$ cat config.mk
export PLATFORM = sky130hd
export DESIGN_NAME = camera_msg_frontend
export DESIGN_NICKNAME = d
export VERILOG_FILES = /design/src/hw/fe_pkg.sv /design/src/hw/msg_classifier.sv /design/src/hw/coeff_burst_writer.sv /design/src/hw/frame_position_tracker.sv /design/src/hw/camera_msg_frontend.sv
export VERILOG_INCLUDE_DIRS = /design/src /design/src/hw
export SDC_FILE = /design/constraint.sdc
export NUM_CORES = 1
export LEC_CHECK = 0
export BUFFER_PORTS_ARGS = -buffer_cell sky130_fd_sc_hd__buf_2
export CAP_MARGIN = 25
export CORE_UTILIZATION = 35
export DETAILED_ROUTE_END_ITERATION = 8
export MAX_ROUTING_LAYER = met4
export PLACE_DENSITY = 0.6
export SETUP_SLACK_MARGIN = 0.02
export SLEW_MARGIN = 20
export SYNTH_ARGS = -nofsm -noshare
export SYNTH_HDL_FRONTEND = slang
export SYNTH_HIERARCHICAL = 1
export SYNTH_SLANG_ARGS = --single-unit
$ cat constraint.sdc
create_clock -name bus_clk -period 4.1 [get_ports bus_clk]
set_clock_uncertainty 0.15 [all_clocks]
set_input_delay 0.82 -clock bus_clk [delete_from_list [all_inputs] [get_ports bus_clk]]
set_output_delay 0.82 -clock bus_clk [all_outputs]
set_load 0.01 [all_outputs]
$ cat src/hw/fe_params.svh
`ifndef FE_PARAMS_SVH
`define FE_PARAMS_SVH

// host queue word
`define FE_MSG_W 32

// external memory side
`define FE_APP_W 64
`define FE_ADDR_W 27
`define FE_ADDR_INC 8 // one BL8 burst
`define FE_START_ADDR 0

// coefficient blocks are four queue words, written as two beats
`define FE_WORDS_PER_BURST 4

// pixel geometry
`define FE_PIXELS_PER_WORD 4
`define FE_ROW_W 12 // 2048 rows plus dark rows top and bottom
`define FE_COL_W 11
`define FE_FRAME_W 20

// word fields
`define FE_TAG_W 2
`define FE_TAG_PIXEL 2'b00
`define FE_TAG_END 2'b01 // end of coefficients
`define FE_FVAL_BIT 5
`define FE_LVAL_BIT 4

`endif

$ cat src/hw/fe_pkg.sv
`include "fe_params.svh"

package fe_pkg;

  // queue word and its tag field
  typedef logic [`FE_MSG_W-1:0] msg_word_t;
  typedef logic [`FE_TAG_W-1:0] msg_tag_t;

  // memory interface
  typedef logic [`FE_APP_W-1:0] app_data_t;
  typedef logic [`FE_ADDR_W-1:0] app_addr_t;

  // word position inside a coefficient block
  typedef logic [$clog2(`FE_WORDS_PER_BURST)-1:0] blk_pos_t;

  // one full coefficient block, two memory beats wide
  typedef logic [`FE_WORDS_PER_BURST*`FE_MSG_W-1:0] coeff_block_t;

  // frame position counters
  typedef logic [`FE_ROW_W-1:0] row_t;
  typedef logic [`FE_COL_W-1:0] col_t;
  typedef logic [`FE_FRAME_W-1:0] frame_t;

  // coefficient writer states
  typedef enum logic [2:0] {
    COLLECT, // filling the block from the queue
    WR_WAIT, // app_en up, waiting for the controller
    BEAT1, // first beat on the write data bus
    BEAT2, // second beat, app_wdf_end high
    DONE // end tag seen, no more coefficients
  } writer_state_t;

  // line and frame states
  typedef enum logic [1:0] {
    STANDBY,
    INTRALINE,
    INTERLINE,
    INTERFRAME
  } pixel_state_t;

endpackage

$ cat src/hw/msg_classifier.sv
`include "fe_params.svh"

module msg_classifier (
  input  logic              bus_clk,
  input  logic              fds_val,
  input  logic              pc_msg_empty,
  input  fe_pkg::msg_word_t pc_msg,
  output logic              pc_msg_ack,
  input  logic              coeff_ready,
  output logic              word_valid,
  output fe_pkg::msg_word_t word,
  output logic              word_is_pixel
);
  import fe_pkg::*;

  msg_tag_t tag;
  blk_pos_t blk_pos; // coefficient words already taken from the open block
  logic is_pixel;

  assign tag = pc_msg[`FE_TAG_W-1:0];

  // a pixel word can only show up between blocks
  assign is_pixel = (tag == `FE_TAG_PIXEL) && (blk_pos == '0);

  // pixel words always go, coefficient words wait for the writer
  assign pc_msg_ack = !pc_msg_empty && (is_pixel || coeff_ready);

  always_ff @(posedge bus_clk or posedge fds_val) begin
    if (fds_val) begin
      blk_pos <= '0;
      word_valid <= 1'b0;
    end else begin
      word_valid <= pc_msg_ack;
      if (pc_msg_ack && !is_pixel) begin
        blk_pos <= blk_pos + 1'b1; // wraps after the fourth word
      end
    end
  end

  // registered copy of the accepted word and its class
  always_ff @(posedge bus_clk) begin
    if (pc_msg_ack) begin
      word <= pc_msg;
      word_is_pixel <= is_pixel;
    end
  end

endmodule

$ cat src/hw/coeff_burst_writer.sv
`include "fe_params.svh"

module coeff_burst_writer (
  input  logic              bus_clk,
  input  logic              fds_val,
  input  logic              word_valid,
  input  logic              word_is_pixel,
  input  fe_pkg::msg_word_t word,
  output logic              coeff_ready,
  input  logic              app_rdy,
  input  logic              app_wdf_rdy,
  output logic              app_en,
  output logic              app_wdf_wren,
  output logic              app_wdf_end,
  output fe_pkg::app_addr_t app_addr,
  output fe_pkg::app_data_t app_wdf_data,
  output logic              coeff_done
);
  import fe_pkg::*;

  localparam blk_pos_t LAST_POS = blk_pos_t'(`FE_WORDS_PER_BURST - 1);

  writer_state_t state;
  blk_pos_t fill_cnt; // words received into the current block
  coeff_block_t block;
  logic end_tag; // fourth word of the block carried the end tag
  logic coeff_write;
  logic blk_last;
  logic beat1_go;
  logic beat2_go;

  assign coeff_write = word_valid && !word_is_pixel;
  assign blk_last = coeff_write && (fill_cnt == LAST_POS);

  // controller takes the command and the first beat together
  assign beat1_go = (state == WR_WAIT) && app_rdy && app_wdf_rdy;
  assign beat2_go = (state == BEAT1) && app_wdf_rdy;

  // drop ready as soon as the closing word lands so no fifth word slips in
  assign coeff_ready = (state == COLLECT) && !blk_last;

  always_ff @(posedge bus_clk or posedge fds_val) begin
    if (fds_val) begin
      state <= COLLECT;
      fill_cnt <= '0;
      end_tag <= 1'b0;
      app_en <= 1'b0;
      app_wdf_wren <= 1'b0;
      app_wdf_end <= 1'b1;
      app_addr <= app_addr_t'(`FE_START_ADDR);
      coeff_done <= 1'b0;
    end else begin
      case (state)
        COLLECT: begin
          if (coeff_write) begin
            fill_cnt <= fill_cnt + 1'b1;
            if (blk_last) begin
              end_tag <= (word[`FE_TAG_W-1:0] == `FE_TAG_END);
              app_en <= 1'b1;
              state <= WR_WAIT;
            end
          end
        end
        WR_WAIT: begin
          if (beat1_go) begin
            app_en <= 1'b0;
            app_addr <= app_addr + app_addr_t'(`FE_ADDR_INC); // next burst
            app_wdf_wren <= 1'b1;
            app_wdf_end <= 1'b0;
            state <= BEAT1;
          end
        end
        BEAT1: begin
          if (beat2_go) begin
            app_wdf_end <= 1'b1;
            state <= BEAT2;
          end
        end
        BEAT2: begin
          app_wdf_wren <= 1'b0;
          coeff_done <= end_tag;
          state <= end_tag ? DONE : COLLECT;
        end
        DONE: begin
          state <= DONE; // coefficient stream closed for good
        end
        default: begin
          state <= COLLECT;
        end
      endcase
    end
  end

  // block assembly and beat data
  always_ff @(posedge bus_clk) begin
    if ((state == COLLECT) && coeff_write) begin
      block[fill_cnt*`FE_MSG_W +: `FE_MSG_W] <= word;
    end
    if (beat1_go) begin
      app_wdf_data <= block[0 +: `FE_APP_W]; // words 1 and 0
    end else if (beat2_go) begin
      app_wdf_data <= block[`FE_APP_W +: `FE_APP_W]; // words 3 and 2
    end
  end

endmodule

$ cat src/hw/frame_position_tracker.sv
`include "fe_params.svh"

module frame_position_tracker (
  input  logic              bus_clk,
  input  logic              fds_val,
  input  logic              word_valid,
  input  logic              word_is_pixel,
  input  fe_pkg::msg_word_t word,
  output fe_pkg::row_t      cur_row,
  output fe_pkg::col_t      cur_col,
  output fe_pkg::frame_t    frame_count
);
  import fe_pkg::*;

  pixel_state_t state;
  logic pixel_word;
  logic fval;
  logic lval;

  assign pixel_word = word_valid && word_is_pixel;
  assign fval = word[`FE_FVAL_BIT];
  assign lval = word[`FE_LVAL_BIT];

  always_ff @(posedge bus_clk or posedge fds_val) begin
    if (fds_val) begin
      state <= STANDBY;
      cur_row <= '0;
      cur_col <= '0;
      frame_count <= '0;
    end else if (pixel_word) begin
      case (state)
        STANDBY: begin
          // wait for a frame gap before trusting the counters
          if (!fval) begin
            cur_row <= '0;
            cur_col <= '0;
            frame_count <= '0;
            state <= INTERFRAME;
          end
        end
        INTERFRAME: begin
          if (lval) begin // first line of a new frame
            cur_row <= '0;
            cur_col <= '0;
            state <= INTRALINE;
          end
        end
        INTRALINE: begin
          if (lval) begin
            cur_col <= cur_col + col_t'(`FE_PIXELS_PER_WORD);
          end else if (fval) begin
            cur_row <= cur_row + 1'b1; // line ended inside the frame
            state <= INTERLINE;
          end else begin
            frame_count <= frame_count + 1'b1;
            state <= INTERFRAME;
          end
        end
        INTERLINE: begin
          if (lval) begin
            cur_col <= '0;
            state <= INTRALINE;
          end
        end
        default: begin
          state <= STANDBY;
        end
      endcase
    end
  end

endmodule

$ cat src/hw/camera_msg_frontend.sv
module camera_msg_frontend (
  input  logic              bus_clk,
  input  logic              fds_val,
  // host message queue
  input  logic              pc_msg_empty,
  input  fe_pkg::msg_word_t pc_msg,
  output logic              pc_msg_ack,
  // external memory write port
  input  logic              app_rdy,
  input  logic              app_wdf_rdy,
  output logic              app_en,
  output logic              app_wdf_wren,
  output logic              app_wdf_end,
  output fe_pkg::app_addr_t app_addr,
  output fe_pkg::app_data_t app_wdf_data,
  output logic              coeff_done,
  // frame position
  output fe_pkg::row_t      cur_row,
  output fe_pkg::col_t      cur_col,
  output fe_pkg::frame_t    frame_count
);
  import fe_pkg::*;

  logic word_valid;
  logic word_is_pixel;
  logic coeff_ready;
  msg_word_t word;

  msg_classifier u_decode (
    .bus_clk       (bus_clk),
    .fds_val       (fds_val),
    .pc_msg_empty  (pc_msg_empty),
    .pc_msg        (pc_msg),
    .pc_msg_ack    (pc_msg_ack),
    .coeff_ready   (coeff_ready),
    .word_valid    (word_valid),
    .word          (word),
    .word_is_pixel (word_is_pixel)
  );

  coeff_burst_writer u_execute (
    .bus_clk       (bus_clk),
    .fds_val       (fds_val),
    .word_valid    (word_valid),
    .word_is_pixel (word_is_pixel),
    .word          (word),
    .coeff_ready   (coeff_ready),
    .app_rdy       (app_rdy),
    .app_wdf_rdy   (app_wdf_rdy),
    .app_en        (app_en),
    .app_wdf_wren  (app_wdf_wren),
    .app_wdf_end   (app_wdf_end),
    .app_addr      (app_addr),
    .app_wdf_data  (app_wdf_data),
    .coeff_done    (coeff_done)
  );

  frame_position_tracker u_result (
    .bus_clk       (bus_clk),
    .fds_val       (fds_val),
    .word_valid    (word_valid),
    .word_is_pixel (word_is_pixel),
    .word          (word),
    .cur_row       (cur_row),
    .cur_col       (cur_col),
    .frame_count   (frame_count)
  );

endmodule

### Word level (Yosys, flattened, before mapping)

Index checks and enable logic that the tools add are counted.

| storage, ports and cells | value |
|---|---|
| register bits | 310 |
| memories kept | 0 |
| logic and storage cells | 120 |
| bits in writable memories | 0 |
| input port bits | 37 |
| bits in latches | 0 |
| memory bits (read-only) | 0 |
| output and inout port bits | 139 |

| operators by class | value |
|---|---|
| order comparisons | 0 |
| reduce and logical (&&, ||, !) cells | 38 |
| multiply operators | 0 |
| eq/ne operators | 20 |
| bitwise logic cells | 0 |
| multiplexer cells | 35 |
| shifts and indexed selects | 2 |
| divide/modulo/power cells | 0 |
| add/subtract/negate cells | 7 |

Operator list:

| cell | count |
|---|---|
| 128-bit bitwise mux | 1 |
| 64-bit two-way mux | 2 |
| 32-bit by 34-bit variable shift with 128-bit output, first input constant | 1 |
| 32-bit by 34-bit variable part select with 128-bit output | 1 |
| 20-bit two-way mux | 3 |
| 12-bit two-way mux | 4 |
| 20-bit case mux with 2 select lines | 1 |
| 12-bit case mux with 3 select lines | 1 |
| 7-bit negator with 34-bit output | 1 |
| 11-bit two-way mux | 3 |
| 11-bit case mux with 3 select lines | 1 |
| 27-bit by 4-bit adder with 27-bit output, second input constant | 1 |
| 20-bit by 1-bit adder with 20-bit output, second input constant | 1 |
| 4-bit AND reduction | 4 |
| 3-bit two-way mux | 5 |
| 3-bit case mux with 5 select lines | 1 |
| 12-bit by 1-bit adder with 12-bit output, second input constant | 1 |
| 2-bit != test, second input constant | 6 |
| 11-bit by 3-bit adder with 11-bit output, second input constant | 1 |
| 1-bit logical AND | 11 |
| 2-bit by 1-bit != test with 1-bit output, second input constant | 5 |
| 2-bit nonzero test | 5 |
| 2-bit equality test, second input constant | 3 |
| 3-bit by 2-bit equality test with 1-bit output, second input constant | 2 |
| 18 further kinds | 37 |

### Longest topological paths before layout

| depth | value |
|---|---|
| word-level depth | 8 |
| gate-level depth with buffers | 7 |

### Hierarchy

The synthesis kept the hierarchy.

Modules (own cells, without submodules):

| module | times used | cells each | area an instance (sq um) |
|---|---|---|---|
| coeff_burst_writer | 1 | 569 | 9172.5 |
| frame_position_tracker | 1 | 276 | 2447.3 |
| msg_classifier | 1 | 46 | 1152.4 |

### Worst setup path after synthesis

No wires, ideal clock.

| timing | value |
|---|---|
| path type | in2reg |
| from | input port app_rdy |
| to | register u_execute.app_wdf_data[0], enable pin |
| slack | -593 ps |
| arrival time | 4036 ps |
| stages on the path | 2 |
| path buffers | 0 |
| path through | nand3b_1 a21oi_1 |

| on the way | value |
|---|---|
| cells in the longest elaborated chain, start to end | 3 |

RTL lines:

| element | RTL line | RTL |
|---|---|---|
| start, declared | camera_msg_frontend.sv:9 | `input logic app_rdy,` |
| 1-bit logical AND (2 in a row) | coeff_burst_writer.sv:36 | `assign beat1_go = (state == WR_WAIT) && app_rdy && app_wdf_rdy;` |
| 2-bit nonzero test (no line) | -- |  |
| end signal, assigned | coeff_burst_writer.sv:100 | `` app_wdf_data <= block[0 +: `FE_APP_W]; `` |
| end signal, assigned | coeff_burst_writer.sv:102 | `` app_wdf_data <= block[`FE_APP_W +: `FE_APP_W]; `` |
| end, declared | coeff_burst_writer.sv:16 | `output fe_pkg::app_data_t app_wdf_data,` |

Every way passes these cells.
A chain may end at the register's enable or synchronous reset.

### Final worst setup path

| timing | value |
|---|---|
| from | register u_execute.fill_cnt[0] |
| to | output port pc_msg_ack |

| on the way | value |
|---|---|
| cells in the longest elaborated chain, start to end | 6 |

RTL lines:

| element | RTL line | RTL |
|---|---|---|
| start, declared | coeff_burst_writer.sv:24 | `blk_pos_t fill_cnt;` |
| start signal, assigned | coeff_burst_writer.sv:56 | `fill_cnt <= fill_cnt + 1'b1;` |
| 2-bit equality test | coeff_burst_writer.sv:33 | `assign blk_last = coeff_write && (fill_cnt == LAST_POS);` |
| 1-bit logical AND | coeff_burst_writer.sv:33 |  |
| 1-bit zero test | coeff_burst_writer.sv:40 | `assign coeff_ready = (state == COLLECT) && !blk_last;` |
| 1-bit logical AND | coeff_burst_writer.sv:40 |  |
| via coeff_ready | camera_msg_frontend.sv:26 | `logic coeff_ready;` |
| 1-bit logical OR | msg_classifier.sv:26 | `assign pc_msg_ack = !pc_msg_empty && (is_pixel \|\| coeff_ready);` |
| 1-bit logical AND | msg_classifier.sv:26 |  |
| end, declared | camera_msg_frontend.sv:7 | `output logic pc_msg_ack,` |

The timed path passes the listed nets, and every way through them passes these cells.

==> summary.txt <==
Synthesis
  – Mux cell area share after synthesis: 6.25%
  – Post-synthesis compound-gate area fraction: 4.09%
  – EDFF count, synth: 225
  – Synth area leaders: edfxtp_1 (53%), dfrtp_1 (15%), and2_1 (6.7%)
  – Avg Inst Size Synth: 14.3 um^2
  – Top_reg_cell synth: edfxtp_1
  – Cell taking the most area after synthesis: edfxtp_1
  – Post-synthesis sequential area ratio: 68.6%
  – Yosys reg bits: 305
  – Adder-cell share of the synthesized area: 0.980%
  – FFs w/ async S/R, synth: 26.2%
  – Warnings, synthesis: 6
  – XOR/XNOR Fraction of Synth Area: 2.06%
  – Post-Synthesis Cells: 891
  – Largest family of logic cells by synthesized area: simple AND/OR/NAND/NOR gates
  – Distinct cells, synth: 64
  – Post-Syn Area: 12800 um^2
  – Top cell type's share of synthesized area: 52.9%
  – Post-Synth Simple-Gate Area: 15.6%

Clock tree
  – Sinks on Clock Net: 305
  – Clock H-tree levels: 2
  – Post-CTS Setup Bufs: 0
  – Longest Clk Path Bufs: 3
  – Post-CTS Hold Buffers: 0
  – Num CTS Buffers: 35
  – CTS root buf: clkbuf_16
  – Clock Latency Late Sink: 0.52 ns
  – Resized Gates After CTS: 0
  – CTS tree: done
  – Clock transition at path regs: 0.05 ns

Setup path
  – Worst R2R Start: u_execute/state[1]
  – RR Endpoint: u_execute/app_wdf_data[8]
  – Arr. time, crit path: 2.15 ns
  – Slowest cell on crit path: dfrtp_1
  – Most used cell, CP: nor2_1
  – R2R cell count: 4
  – Crit Path Class: register to output port
  – Largest stage delay on the critical path: 0.44 ns
  – Required time of the critical path: 3.13 ns
  – Critical Path Sink Type: output port
  – Crit start category: register
  – Buf/Inv on CP: 2
  – CP cell instances: ha_1 > inv_1 > nor2_1 > nor4_1 > nor2_1 > nor2_4 > buf_2
  – CP delay by family, top: simple AND/OR/NAND/NOR gates
  – CP max FO: 5
  – Crit path depth: 7
  – Flop-to-flop setup slack: 1.51 ns

STA
  – RSZ-0062 raised after global routing: no
  – Final Setup Violations: 0
  – FMAX: 321 MHz
  – Fin. max-slew vios: 0
  – Worst Setup Slack, final: 0.982 ns
  – Setup TNS: 0 ns
  – Hold Slack: 0.0368 ns
  – Post-route minimum period: 3.12 ns
  – Final hold violations: 0
  – Period utilization: 76.0%
  – Slew HR: 34.9%
  – Worst-Margin Slew: 0.977 ns

Floorplan
  – Die area: 37300 um^2
  – Core area: 35700 um^2
  – Die span in x: 193 um
  – Io pins: 176
  – Chip height: 193 um
  – Initial Util: 35.7%
  – # rows: 69

Pwr
  – Leakage power: 6.06 nW
  – Power Dens Cells: 591 nW/um^2
  – Maximum VDD drop: 0.231 mV
  – Final Power: 9.05 mW

Final layout
  – Fraction of layout cells with a size suffix above 1: 29.3%
  – Most common cell after layout, fill and taps aside: edfxtp_1
  – Layout Cells excl Fill: 1563
  – Most frequent cells in the layout: edfxtp_1 (225), buf_2 (170), and2_1 (133)
  – Final nets: 1119
  – Area Overhead vs Synth: 19.8%
  – Number of fill cells in the layout: 3284

Global route
  – Initial antenna violation count: 5
  – Global Route Usage Sum: 15.7%
  – Number of global-route vias before repair: 7482
  – Grt total ovfl: 0
  – Largest net degree at the start of global routing: 65
  – First-pass GRT wire length: 43100 um

Outcome
  – Failing checks: design-rule violations
  – Status: finished with violations

Flow run
  – Max-Cap Viols: 0

Detailed routing
  – Routed vias: 7632
  – Via/cell ratio: 4.88
  – WL/cell: 18.0 um
  – First-pass iteration count of the detailed router: 6
  – DRT antenna net count: 0
  – Drc violations: 29
  – Post-Route WL: 28200 um
  – DRT iter0 DRCs: 386

Hold path
  – Worst hold path type: input port to async pin

Placed design
  – Placed Cells incl. Taps: 1495
  – Post-DP HPWL: 17300 um
  – Setup WS pre-CTS: 1.21 ns
  – Routability cong.: 0.767
  – Port Buffers: 170
[cell families (layout without fill, tap and decap cells)]
family,after synthesis,after routing
AO/OA/AOI/OAI,85,85
AND/OR/NAND/NOR,325,325
XOR/XNOR,30,30
adder cells (fa/ha/maj),10,10
flip-flops,305,305
multiplexers,71,71
other,2,9
buffers and inverters,63,267
[metal layers]
metal | vias to the layer above | global-route usage [%] | part of all wire, %
met3 | 51 | 3.22 | 6.2
met4 | 0 | 4.69 | 2.1
met1 | 3768 | 19.9 | 44
met2 | 204 | 25.4 | 48
li1 | 3609 | - | -
met5 | - | - | 0
[worst max-delay path by stage]
| stage | start | to | slack, ns |
|---|---|---|---|
| floorplan | pc_msg[1] | pc_msg_ack | 0.49 |
| detailed placement | app_rdy | u_execute/app_wdf_data[14] | 1.21 |
| global route | u_execute/fill_cnt[0] | pc_msg_ack | 0.73 |
| finish | u_execute/fill_cnt[0] | pc_msg_ack | 0.98 |
| CTS | u_execute/fill_cnt[0] | pc_msg_ack | 0.88 |
| global placement | app_rdy | u_execute/app_wdf_data[14] | 1.20 |
[synthesized netlist by cell type, types with 3 or more instances]
master      n
mux2_2     66
and3_1      7
mux2i_1     4
nand4b_1    3
buf_4       8
o21ai_0    34
or3_1       3
inv_1      22
buf_6       3
xnor2_1    12
nor3b_1     3
buf_2      10
ha_1       10
o41ai_1     4
xor2_1     18
nand2b_1    8
nor2b_1     3
o21a_1      4
nand4_1    14
nand3_1    18
and4_1     10
a21oi_1    18
nor3_1     16
nor2_1     22
edfxtp_1  225
nor4_1      7
and2_1    136
nand2_1    51
clkbuf_1   18
a31oi_1     8
o31ai_1     7
dfrtp_1    79
or4_1       4
[power breakdown]
| group | switching, mW | total, mW | internal (mW) | leakage, nW |
|---|---|---|---|---|
| clock network | 1.26 | 3.10 | 1.84 | 0.545 |
| registers | 0.307 | 4.23 | 3.93 | 3.17 |
| logic | 1.04 | 1.71 | 0.673 | 2.35 |
| total | 2.61 | 9.05 | 6.44 | 6.06 |
[state kept, by name (all words and copies together), names as in the netlist, 2 cells and up]
| signal | flops |
|---|---|
| u_execute/block | 128 |
| u_execute/app_wdf_data | 64 |
| u_decode/word | 32 |
| u_execute/app_addr | 24 |
| u_result/frame_count | 20 |
| u_result/cur_row | 12 |
| u_result/cur_col | 9 |
| u_execute/state | 3 |
| u_decode/blk_pos | 2 |
| u_execute/fill_cnt | 2 |
| u_result/state | 2 |
[final cells by class]
class	count	area [um^2]	area share [%]
Clock inverter	19	235	1.54
Inverter	22	82.6	0.540
Sequential cell	305	8760	57.2
Antenna cell	4	10.0	0.0654
Tap cell	461	577	3.77
Clock buffer	44	910	5.94
Multi-Input combinational cell	526	3770	24.6
Timing Repair Buffer	182	963	6.29
[through the flow]
stage	utilization (%)	area (um^2)
4_1_cts	42.8	15300
2_1_floorplan	-	12800
3_5_place_dp	39.6	14100
6_report	42.8	15300
5_1_grt	42.8	15300
3_3_place_gp	39.6	14100
(Power assumes the default switching activity.)
